### config.mk
export PLATFORM = sky130hd
export DESIGN_NAME = azseq_top
export DESIGN_NICKNAME = d
export VERILOG_FILES = /design/src/common/azseq_pkg.sv /design/src/design/azseq_top.sv /design/src/adc/adc_front.sv /design/src/sequencer/azseq_sequencer.sv /design/src/design/azseq_regs.sv
export SDC_FILE = /design/constraint.sdc
export NUM_CORES = 1
export LEC_CHECK = 0
export ABC_AREA = 1
export BUFFER_PORTS_ARGS = -buffer_cell sky130_fd_sc_hd__buf_2
export CELL_PAD_IN_SITES_DETAIL_PLACEMENT = 0
export CELL_PAD_IN_SITES_GLOBAL_PLACEMENT = 2
export CORE_ASPECT_RATIO = 0.6
export CORE_UTILIZATION = 34
export DETAILED_ROUTE_END_ITERATION = 10
export GPL_TIMING_DRIVEN = 0
export MAX_ROUTING_LAYER = met4
export PLACE_DENSITY = 0.81
export SLEW_MARGIN = 20
export SYNTH_ARGS = -nofsm -noshare
export SYNTH_HDL_FRONTEND = slang
export SYNTH_HIERARCHICAL = 1
export SYNTH_SLANG_ARGS = --single-unit
### constraint.sdc
create_clock -name clk -period 2.9 [get_ports clk]
set_clock_uncertainty 0.15 [all_clocks]
set_input_delay 0.145 -clock clk [delete_from_list [all_inputs] [get_ports clk]]
set_output_delay 0.145 -clock clk [all_outputs]
set_load 0.01 [all_outputs]
### src/common/azseq_pkg.sv
// shared widths, register addresses, sequencer states, entry/config/result structs

package azseq_pkg;

  //////////////////////////////
  // widths and sizes fixed by the board
  //////////////////////////////

  // one entry packs the azmux select and the precharge switch
  localparam int AZ_MUX_W       = 4;
  localparam int AZ_PC_W        = 2;
  localparam int AZ_ENTRY_W     = AZ_MUX_W + AZ_PC_W;

  // up to four entries per sequence, index is two bits
  localparam int AZ_MAX_ENTRIES = 4;
  localparam int AZ_IDX_W       = 2;

  // dwell counter and adc conversion word
  localparam int AZ_CNT_W       = 24;
  localparam int ADC_DATA_W     = 24;

  // host bus
  localparam int CFG_ADDR_W     = 3;
  localparam int CFG_DATA_W     = 32;

  // precharge switch parked on boot, protects the input from azmux charge injection
  localparam logic [AZ_PC_W-1:0] PC_BOOT = 2'b00;

  // dwell out of reset, a precharge count of 9 gives 10 cycles per dwell
  localparam logic [AZ_CNT_W-1:0] AZ_PRECHARGE_DEF = 24'd9;

  //////////////////////////////
  // host register map
  //////////////////////////////
  typedef enum logic [CFG_ADDR_W-1:0] {
    REG_PRECHARGE = 3'd0,
    REG_SEQ_N     = 3'd1,
    REG_SEQ0      = 3'd2,
    REG_SEQ1      = 3'd3,
    REG_SEQ2      = 3'd4,
    REG_SEQ3      = 3'd5,
    REG_CTRL      = 3'd6
  } azseq_reg_e;

  // sequencer phases, one set/wait pair per switch step
  typedef enum logic [2:0] {
    IDLE,
    PC_PARK,
    PC_WAIT,
    MUX_SET,
    MUX_WAIT,
    PC_SET,
    PC_SET_WAIT,
    MEASURE
  } azseq_state_e;

  //////////////////////////////
  // structs
  //////////////////////////////

  // pc sits in the upper two bits, azmux in the low four
  typedef struct packed {
    logic [AZ_PC_W-1:0]  pc;
    logic [AZ_MUX_W-1:0] azmux;
  } az_entry_t;

  typedef struct packed {
    logic [AZ_CNT_W-1:0]                  precharge;
    logic [AZ_IDX_W-1:0]                  seq_n;
    az_entry_t [AZ_MAX_ENTRIES-1:0]       seq;
    logic                                 run;
  } azseq_cfg_t;

  // one record per measurement
  typedef struct packed {
    logic [AZ_IDX_W-1:0]   index;
    az_entry_t             entry;
    logic [ADC_DATA_W-1:0] data;
  } az_result_t;

endpackage
### src/design/azseq_top.sv
// top level wiring of register bank, sequencer and adc front

`timescale 1ns/1ps

module azseq_top (
  input  logic                                 clk,
  input  logic                                 reset_n,
  input  logic                                 cfg_we_i,
  input  azseq_pkg::azseq_reg_e                cfg_addr_i,
  input  logic [azseq_pkg::CFG_DATA_W-1:0]     cfg_wdata_i,
  input  logic                                 adc_done_i,
  input  logic [azseq_pkg::ADC_DATA_W-1:0]     adc_data_i,
  output logic [azseq_pkg::AZ_MUX_W-1:0]       azmux_o,
  output logic [azseq_pkg::AZ_PC_W-1:0]        sw_pc_o,
  output logic                                 adc_reset_n_o,
  output azseq_pkg::az_result_t                result_o,
  output logic                                 result_valid_o
);

  import azseq_pkg::*;

  // register bank to sequencer
  azseq_cfg_t          cfg;

  // sequencer to adc front and back
  logic                conv_start;
  logic                conv_done;
  az_entry_t           conv_entry;
  logic [AZ_IDX_W-1:0] conv_index;

  azseq_regs u_azseq_regs (
    .clk         (clk),
    .reset_n     (reset_n),
    .cfg_we_i    (cfg_we_i),
    .cfg_addr_i  (cfg_addr_i),
    .cfg_wdata_i (cfg_wdata_i),
    .cfg_o       (cfg)
  );

  azseq_sequencer u_azseq_sequencer (
    .clk          (clk),
    .reset_n      (reset_n),
    .cfg_i        (cfg),
    .conv_done_i  (conv_done),
    .azmux_o      (azmux_o),
    .sw_pc_o      (sw_pc_o),
    .conv_start_o (conv_start),
    .conv_entry_o (conv_entry),
    .conv_index_o (conv_index)
  );

  adc_front u_adc_front (
    .clk            (clk),
    .reset_n        (reset_n),
    .conv_start_i   (conv_start),
    .conv_entry_i   (conv_entry),
    .conv_index_i   (conv_index),
    .adc_done_i     (adc_done_i),
    .adc_data_i     (adc_data_i),
    .adc_reset_n_o  (adc_reset_n_o),
    .conv_done_o    (conv_done),
    .result_o       (result_o),
    .result_valid_o (result_valid_o)
  );

endmodule

### src/adc/adc_front.sv
// adc reset control and capture of conversion data into the result record

`timescale 1ns/1ps

module adc_front (
  input  logic                                 clk,
  input  logic                                 reset_n,
  input  logic                                 conv_start_i,
  input  azseq_pkg::az_entry_t                 conv_entry_i,
  input  logic [azseq_pkg::AZ_IDX_W-1:0]       conv_index_i,
  input  logic                                 adc_done_i,
  input  logic [azseq_pkg::ADC_DATA_W-1:0]     adc_data_i,
  output logic                                 adc_reset_n_o,
  output logic                                 conv_done_o,
  output azseq_pkg::az_result_t                result_o,
  output logic                                 result_valid_o
);

  import azseq_pkg::*;

  // high while a conversion is pending, doubles as the adc reset release
  logic                busy_q;
  logic                done_q;

  // tags latched at start
  az_entry_t           entry_q;
  logic [AZ_IDX_W-1:0] index_q;

  assign adc_reset_n_o  = busy_q;

  // same strobe goes to the host and back to the sequencer
  assign conv_done_o    = done_q;
  assign result_valid_o = done_q;

  //////////////////////////////
  // conversion control
  always_ff @(posedge clk)
  begin
    if (!reset_n)
    begin
      busy_q <= 1'b0;
      done_q <= 1'b0;
    end
    else
    begin
      done_q <= 1'b0;
      if (conv_start_i)
        busy_q <= 1'b1;
      else if (busy_q && adc_done_i)
      begin
        // back into reset on the done edge
        busy_q <= 1'b0;
        done_q <= 1'b1;
      end
      // a stray done with nothing pending falls through
    end
  end

  //////////////////////////////
  // tags and result record
  // previous record holds while the next entry switches
  always_ff @(posedge clk)
  begin
    if (conv_start_i)
    begin
      entry_q <= conv_entry_i;
      index_q <= conv_index_i;
    end
    if (busy_q && adc_done_i && !conv_start_i)
    begin
      result_o.index <= index_q;
      result_o.entry <= entry_q;
      result_o.data  <= adc_data_i;
    end
  end

endmodule

### src/sequencer/azseq_sequencer.sv
// auto-zero phase state machine, steps precharge and azmux switches and counts dwells

`timescale 1ns/1ps

module azseq_sequencer (
  input  logic                                 clk,
  input  logic                                 reset_n,
  input  azseq_pkg::azseq_cfg_t                cfg_i,
  input  logic                                 conv_done_i,
  output logic [azseq_pkg::AZ_MUX_W-1:0]       azmux_o,
  output logic [azseq_pkg::AZ_PC_W-1:0]        sw_pc_o,
  output logic                                 conv_start_o,
  output azseq_pkg::az_entry_t                 conv_entry_o,
  output logic [azseq_pkg::AZ_IDX_W-1:0]       conv_index_o
);

  import azseq_pkg::*;

  azseq_state_e        state_q;

  // single down-counter shared by all three dwells
  logic [AZ_CNT_W-1:0] cnt_q;
  logic                cnt_zero;

  // sample index, and the config captured for the sample in progress
  logic [AZ_IDX_W-1:0] idx_q;
  logic [AZ_IDX_W-1:0] idx_sel;
  logic [AZ_CNT_W-1:0] precharge_q;
  logic [AZ_IDX_W-1:0] seq_n_q;
  az_entry_t           entry_q;

  assign cnt_zero = (cnt_q == '0);

  // host may have shortened the sequence, restart at entry zero then
  assign idx_sel = (idx_q > cfg_i.seq_n) ? '0 : idx_q;

  // entry and index stay stable from PC_PARK to the end of MEASURE
  assign conv_entry_o = entry_q;
  assign conv_index_o = idx_q;

  always_ff @(posedge clk)
  begin
    if (!reset_n)
    begin
      state_q      <= IDLE;
      cnt_q        <= '0;
      idx_q        <= '0;
      azmux_o      <= '0;
      sw_pc_o      <= PC_BOOT;
      conv_start_o <= 1'b0;
    end
    else
    begin
      // start is a single cycle strobe
      conv_start_o <= 1'b0;

      case (state_q)
        IDLE:
        begin
          // keep the signal protected while stopped
          sw_pc_o <= PC_BOOT;
          if (cfg_i.run)
            state_q <= PC_PARK;
        end

        //////////////////////////////
        // park precharge on boot, capture the sample config
        PC_PARK:
        begin
          sw_pc_o     <= PC_BOOT;
          idx_q       <= idx_sel;
          entry_q     <= cfg_i.seq[idx_sel];
          precharge_q <= cfg_i.precharge;
          seq_n_q     <= cfg_i.seq_n;
          cnt_q       <= cfg_i.precharge;
          state_q     <= PC_WAIT;
        end

        PC_WAIT:
          if (cnt_zero)
            state_q <= MUX_SET;
          else
            cnt_q <= cnt_q - 1'b1;

        //////////////////////////////
        // azmux to the input of interest, may be a lo
        MUX_SET:
        begin
          azmux_o <= entry_q.azmux;
          cnt_q   <= precharge_q;
          state_q <= MUX_WAIT;
        end

        MUX_WAIT:
          if (cnt_zero)
            state_q <= PC_SET;
          else
            cnt_q <= cnt_q - 1'b1;

        //////////////////////////////
        // precharge from boot to the entry setting
        // a lo sample with pc equal to boot changes nothing, timing kept the same
        PC_SET:
        begin
          sw_pc_o <= entry_q.pc;
          cnt_q   <= precharge_q;
          state_q <= PC_SET_WAIT;
        end

        PC_SET_WAIT:
          if (cnt_zero)
          begin
            conv_start_o <= 1'b1;
            state_q      <= MEASURE;
          end
          else
            cnt_q <= cnt_q - 1'b1;

        // adc front owns the conversion, wait for its done strobe
        MEASURE:
          if (conv_done_i)
          begin
            // a cleared run stops here, restart is always at index zero
            if (!cfg_i.run)
            begin
              idx_q   <= '0;
              state_q <= IDLE;
            end
            else
            begin
              idx_q   <= (idx_q == seq_n_q) ? '0 : idx_q + 1'b1;
              state_q <= PC_PARK;
            end
          end

        default: state_q <= IDLE;
      endcase
    end
  end

endmodule

### src/design/azseq_regs.sv
// host register bank, decodes single cycle writes into the sequencer configuration

`timescale 1ns/1ps

module azseq_regs (
  input  logic                                 clk,
  input  logic                                 reset_n,
  input  logic                                 cfg_we_i,
  input  azseq_pkg::azseq_reg_e                cfg_addr_i,
  input  logic [azseq_pkg::CFG_DATA_W-1:0]     cfg_wdata_i,
  output azseq_pkg::azseq_cfg_t                cfg_o
);

  import azseq_pkg::*;

  // control fields, cleared by reset
  logic [AZ_CNT_W-1:0] precharge_q;
  logic [AZ_IDX_W-1:0] seq_n_q;
  logic                run_q;

  // sequence entries, host must write them before setting run
  az_entry_t [AZ_MAX_ENTRIES-1:0] seq_q;

  // write data truncated to each field
  az_entry_t           wr_entry;

  assign wr_entry = az_entry_t'(cfg_wdata_i[AZ_ENTRY_W-1:0]);

  //////////////////////////////
  // control registers
  //////////////////////////////
  always_ff @(posedge clk)
  begin
    if (!reset_n)
    begin
      // default is a two entry sequence, hi then lo
      precharge_q <= AZ_PRECHARGE_DEF;
      seq_n_q     <= 2'd1;
      run_q       <= 1'b0;
    end
    else if (cfg_we_i)
    begin
      case (cfg_addr_i)
        REG_PRECHARGE: precharge_q <= cfg_wdata_i[AZ_CNT_W-1:0];
        REG_SEQ_N:     seq_n_q     <= cfg_wdata_i[AZ_IDX_W-1:0];
        REG_CTRL:      run_q       <= cfg_wdata_i[0];
        default:       ;
      endcase
    end
  end

  //////////////////////////////
  // entry registers
  //////////////////////////////
  always_ff @(posedge clk)
  begin
    if (cfg_we_i)
    begin
      case (cfg_addr_i)
        REG_SEQ0: seq_q[0] <= wr_entry;
        REG_SEQ1: seq_q[1] <= wr_entry;
        REG_SEQ2: seq_q[2] <= wr_entry;
        REG_SEQ3: seq_q[3] <= wr_entry;
        default:  ;
      endcase
    end
  end

  // config goes out as a level, sequencer latches what it needs
  always_comb
  begin
    cfg_o.precharge = precharge_q;
    cfg_o.seq_n     = seq_n_q;
    cfg_o.seq       = seq_q;
    cfg_o.run       = run_q;
  end

endmodule

# Word level (Yosys, flattened, before mapping)
# Index checks and enable logic that the tools add are counted.
word_totals:
  reg_bits: 161
  inputBits: 63
  out_inout_bits: 40
  wordCells: 102
op_classes:
  add_sub_neg: 2
  magnitude_cmp: 2
  eq_ne: 20
  mux: 21
  bitwise_logic: 1
  n_reduce_logical: 26
ops:
  columns: ["op", "count"]
  rows:
  - ["$pmux W24 S3", 1]
  - ["$logic_not A24 Y1", 1]
  - ["$mux W24", 1]
  - ["$pmux W3 S8", 1]
  - ["$sub A24 B1 Y24 const B", 1]
  - ["$reduce_and A2 Y1", 11]
  - ["$eq A3 B3 Y1 const B", 7]
  - ["$mux W3", 5]
  - ["$bmux W6 S2", 1]
  - ["$eq A3 B2 Y1 const B", 4]
  - ["$mux W2", 4]
  - ["$ne A2 B1 Y1 const B", 4]
  - ["$pmux W2 S2", 2]
  - ["$eq A3 B1 Y1 const B", 2]
  - ["$logic_not A3 Y1", 2]
  - ["$mux W6", 1]
  - ["$reduce_bool A2 Y1", 3]
  - ["$reduce_or A2 Y1", 3]
  - ["$mux W1", 5]
  - ["$reduce_and A5 Y1", 1]
  - ["$ne A2 B2 Y1 const B", 2]
  - ["$lt A2 B3 Y1 const B", 1]
  - ["$reduce_bool A3 Y1", 1]
  - ["$reduce_or A3 Y1", 1]
  - ["other kinds (6)", 7]

# Depth between registers and ports, before layout
depth:
  depth_word: 5
  depth_mapped: 10
  ltp_nobuf: 10

# Modules after synthesis
# Netlist, hierarchy kept.
modules_own_cells:
  columns: ["mod", "instances", "cells_each", "area_per_inst_um2", "seq_area_each_um2"]
  rows:
  - ["azseq_sequencer", 1, 563, 3863.7, 1681.6]
  - ["azseq_regs", 1, 210, 1954.4, 1261.2]
  - ["adc_front", 1, 51, 1290.0, 1241.2]

# Worst setup path before layout
# No wires, ideal clock.
synth_path:
  path_kind: "input port to flip-flop"
  start: "input port reset_n"
  end: "register u_azseq_sequencer.entry_q, in the netlist u_azseq_sequencer/conv_entry_o[0] (enable)"
  setup_time_ns: 0.421
  t_arrival_ns: 2.013
  t_required_ns: 2.329
  path_slack_ns: 0.316
  stages: 3
  n_path_buf: 1
  path_cell_list: "clkbuf_1 clkinv_1 nor2_1"
synth_between:
  elab_chain_cells: 1
synth_lines:
  columns: ["item", "line_no", "rtl"]
  rows:
  - ["start, declared", "azseq_top.sv:7", "input logic reset_n,"]
  - ["$reduce_and A2 Y1 (no line)", null, null]
  - ["end signal, assigned", "azseq_sequencer.sv:72", "entry_q <= cfg_i.seq[idx_sel];"]
  - ["end, declared", "azseq_sequencer.sv:30", "az_entry_t entry_q;"]
# No other way between the ends.
# A chain may end at the register's enable or synchronous reset.

# Worst setup path in the final report
layout_path:
  start: "register u_azseq_sequencer.idx_q[1], in the netlist u_azseq_sequencer/conv_index_o[1]"
  end: "register u_azseq_sequencer.entry_q, in the netlist u_azseq_sequencer/conv_entry_o[4] (data pin)"
layout_between:
  elab_chain_cells: 4
layout_lines:
  columns: ["item", "line_no", "rtl"]
  rows:
  - ["start, declared", "azseq_sequencer.sv:26", "logic [AZ_IDX_W-1:0] idx_q;"]
  - ["start signal, assigned", "azseq_sequencer.sv:71", "idx_q <= idx_sel;"]
  - ["start signal, assigned", "azseq_sequencer.sv:131", "idx_q <= (idx_q == seq_n_q) ? '0 : idx_q + 1'b1;"]
  - ["$gt A2 B2 Y1", "azseq_sequencer.sv:35", "assign idx_sel = (idx_q > cfg_i.seq_n) ? '0 : idx_q;"]
  - ["$mux W2 *", "azseq_sequencer.sv:35", null]
  - ["$bmux W6 S2 *", "azseq_sequencer.sv:72", null]
  - ["$mux W6 (not written as such) *", "azseq_sequencer.sv:72", null]
# Mark *: on every way between the ends. The rest lies on a longest branch, timed or not. The select of a mux whose other input is x is not followed.

==> qor.yml <==
row_count: 40
drt-total-wl_um: 18850
synthFlopType: "edfxtp_1"
drive_gt1_share_pct: 17.40
grt_max_degree: 27
fmax_mhz: 404.4
relSlewSlack_pct: 36.09
via_per_inst: 4.442
drcViolationCount: 0
synth_adder_area_share_pct: 0.5281
r2r-start: "u_azseq_sequencer/conv_index_o[1]"
cp.buffers_inverters: 2
hold_viol_final: 0
area_growth_pct: 28.36
die_area_um2: 21510
grt_overflow: 0
placed_cell_area_um2: 7983
setup_viol_count_final: 0
tightest_slew_ns: 0.9514
worstSkewPairLatency_ns: 0.43
hold_path.class: "primary input to flip-flop"
crit_arrival_ns: 2.49
cts_resized: 0
pwr-share-clk_pct: 27.2
cts_tree: "built"
r2r_slack_ns: 0.43
critPathMaxFanout: 10
via_count: 5681
switching_power_w: 0.003316
fin_crit_ns: 2.473
clk_path_buf_depth: 2
dp_hpwl_um: 13890
p_seq_share_pct: 35.0
status: "finished, final reports clean"
synth.cell_area_um2: 7108
cp_slowest_cell: "dfxtp_1"
postCtsHoldBufs: 54
rsz0062_at_grt: "no"
synth_xor_area_share_pct: 0.2464
crit_type: "flip-flop to flip-flop"
ys_warn_count: 6
cts_setup_buffers: 0
maxSlewViolCount: 0
synth_top_family_by_area: "simple AND/OR/NAND/NOR gates"
ys_types: 36
firstDrtPassIters: 5
worstPathCellList: "ha_1 > inv_1 > nor2_1 > o21ai_0 > nand2_1 > clkbuf_1 > o21ai_0 > o22ai_1"
die_height_um: 114
grt_pass1_wl_um: 30120
synth_seq_cells: 161
dr_wl_met3_um: 826
ant_nets: 0
grt_pass1_vias: 5431
dp_cells: 1193
synth-async-reset-ratio_pct: 0
clk_pin_slew_worst_paths_ns: 0.07
final_common_cell: "nand2_1"
dr_wl_met2_um: 6732
endpoint_kind: "flip-flop"
crit_path_end: "u_azseq_sequencer/conv_entry_o[4]"
antenna_found_initial: 0
power_leakage_nw: 3.962
io_buffer_count: 94
synth_compound_area_share_pct: 4.365
die_w_um: 188.7
yosysTopAreaCell: "edfxtp_1"
final_cells: 1279
critPathMostFrequentCell: "o21ai_0"
worstRegToRegCells: 8
synth-seq-area-share_pct: 58.86
cts_root_buffer: "clkbuf_16"
startpoint_type: "flip-flop"
avgSynthCellArea_um2: 8.626
pwr-share-comb_pct: 37.8
finalWeightedCongestion: 0.8372
synth_mux_area_share_pct: 0
clkSinkCount: 161
initial_core_util_pct: 35.15
pin_count: 103
finalPower_w: 0.008414
topRoutingLayerUsed: "met4"
internal_power_w: 0.005098
min_period_over_period_pct: 85.28
drv_cap: 0
crit_family: "compound AO/OA/AOI/OAI gates"
synth-simple-area-share_pct: 29.19
p_per_area_nw_per_um2: 922.2
required_ns: 2.91
cts-buffers-inserted: 17
wl_per_cell_um: 14.74
path_depth: 8
cts_max_level: 4
final_area_um2: 9124
switching_share_pct: 39.41
wl_met1_um: 11120
slowest_delay_ns: 0.47
synthCells: 824
holdWs_ns: 0.008900
fin_tns_setup_ns: 0
antennaDiodeCount: 0
syn-num-nets: 890
synthTopCellsByArea: "edfxtp_1 41%, dfxtp_1 18%, nand2_1 12%"
finalNetCount: 1059
startpoint: "u_azseq_sequencer/conv_index_o[1]"
drtIter0Drc: 447
core_um2: 20220
ir_worst_vdd_uv: 462.4
final_cell_mix: "222 x nand2_1, 168 x nor2_1, 106 x buf_2"
synth_top_cell_area_share_pct: 40.56
r2r-end: "u_azseq_sequencer/conv_entry_o[4]"
synth_enable_flop_cells: 96
grtUsageTotal_pct: 19.21
==> tightest hold or removal path: stages <==
cell and delay (ns):
buf_2 0.12, inv_2 0.06, nor2_4 0.05, nand3_1 0.06
nand2_1 0.04, nor2_1 0.07
==> per-layer routing <==
layer  global-route usage (%)  vias to the layer above
met5                        -                        -
met4                    5.000                        0
met3                    3.231                       14
met2                    23.73                      147
met1                    30.98                     2539
li1                         -                     2981
==> cell usage after synthesis (all sizes together) (6+ instances only) <==
library cell / n
a21oi: 14
buf: 25
dfxtp: 65
edfxtp: 96
inv: 80
nand2: 227
nand3: 68
nand3b: 11
nor2: 179
o21ai: 30
o22ai: 6
==> registers in the layout (all words and copies together), names as in the netlist, 3 cells and up <==
register	count
u_azseq_sequencer/conv_entry_o	6
u_azseq_sequencer/cnt_q	24
u_azseq_sequencer/azmux_o	4
u_adc_front/entry_q	6
u_azseq_regs/precharge_q	24
u_azseq_regs/cfg_o	24
u_azseq_sequencer/state_q	3
u_adc_front/result_o	32
u_azseq_sequencer/precharge_q	24
==> metrics by stage <==
step / worst slack [ns] / utilization, %
after global placement: -1.080 / 39.17
after detailed placement: 0.3921 / 39.48
after floorplan: 0.3156 / -
after global routing: 0.1742 / 45.12
final: 0.4270 / 45.12
after CTS: 0.3829 / 45.10
==> power by group through the flow <==
stage / clock [W] / combinational (W) / sequential, W
2_1_floorplan: 0 / 0.00233 / 0.00289
3_5_place_dp: 0 / 0.00310 / 0.00298
4_1_cts: 0.00234 / 0.00316 / 0.00293
3_3_place_gp: 0 / 0.00310 / 0.00299
6_report: 0.00229 / 0.00318 / 0.00294
5_1_grt: 0.00244 / 0.00366 / 0.00298
==> kinds of logic after synthesis <==
family / count (synthesis)
fa+ha+maj: 3
flops: 161
xor+xnor: 2
compound gates: 55
simple gates: 494
buf+inv: 109
==> layout make-up <==
| type | instances | area, µm² |
|---|---|---|
| inverter | 81 | 304.0 |
| timing repair buffer | 150 | 1059 |
| fill | 2035 | 11100 |
| sequential | 161 | 4184 |
| tap | 273 | 341.6 |
| clock inverter | 12 | 158.9 |
| clock buffer | 20 | 436.7 |
| buffer | 28 | 180.2 |
| multi-input combinational | 554 | 2460 |
==> how the worst min path moves through the flow <==
stage / slack (ns) / cells after the start / from / endpoint
after CTS: 0.004 / 6 / cfg_we_i / u_azseq_regs/precharge_q[12]
final: 0.009 / 6 / cfg_we_i / u_azseq_regs/precharge_q[12]
after detailed placement: 0.17 / 1 / adc_data_i[22] / u_adc_front/result_o[22]
after global routing: 0.04 / 6 / cfg_we_i / u_azseq_regs/precharge_q[11]
after global placement: 0.17 / 1 / adc_data_i[18] / u_adc_front/result_o[18]
after floorplan: 0.09 / 0 / adc_data_i[0] / u_adc_front/result_o[0]
Power figures use the tool's default switching activity.
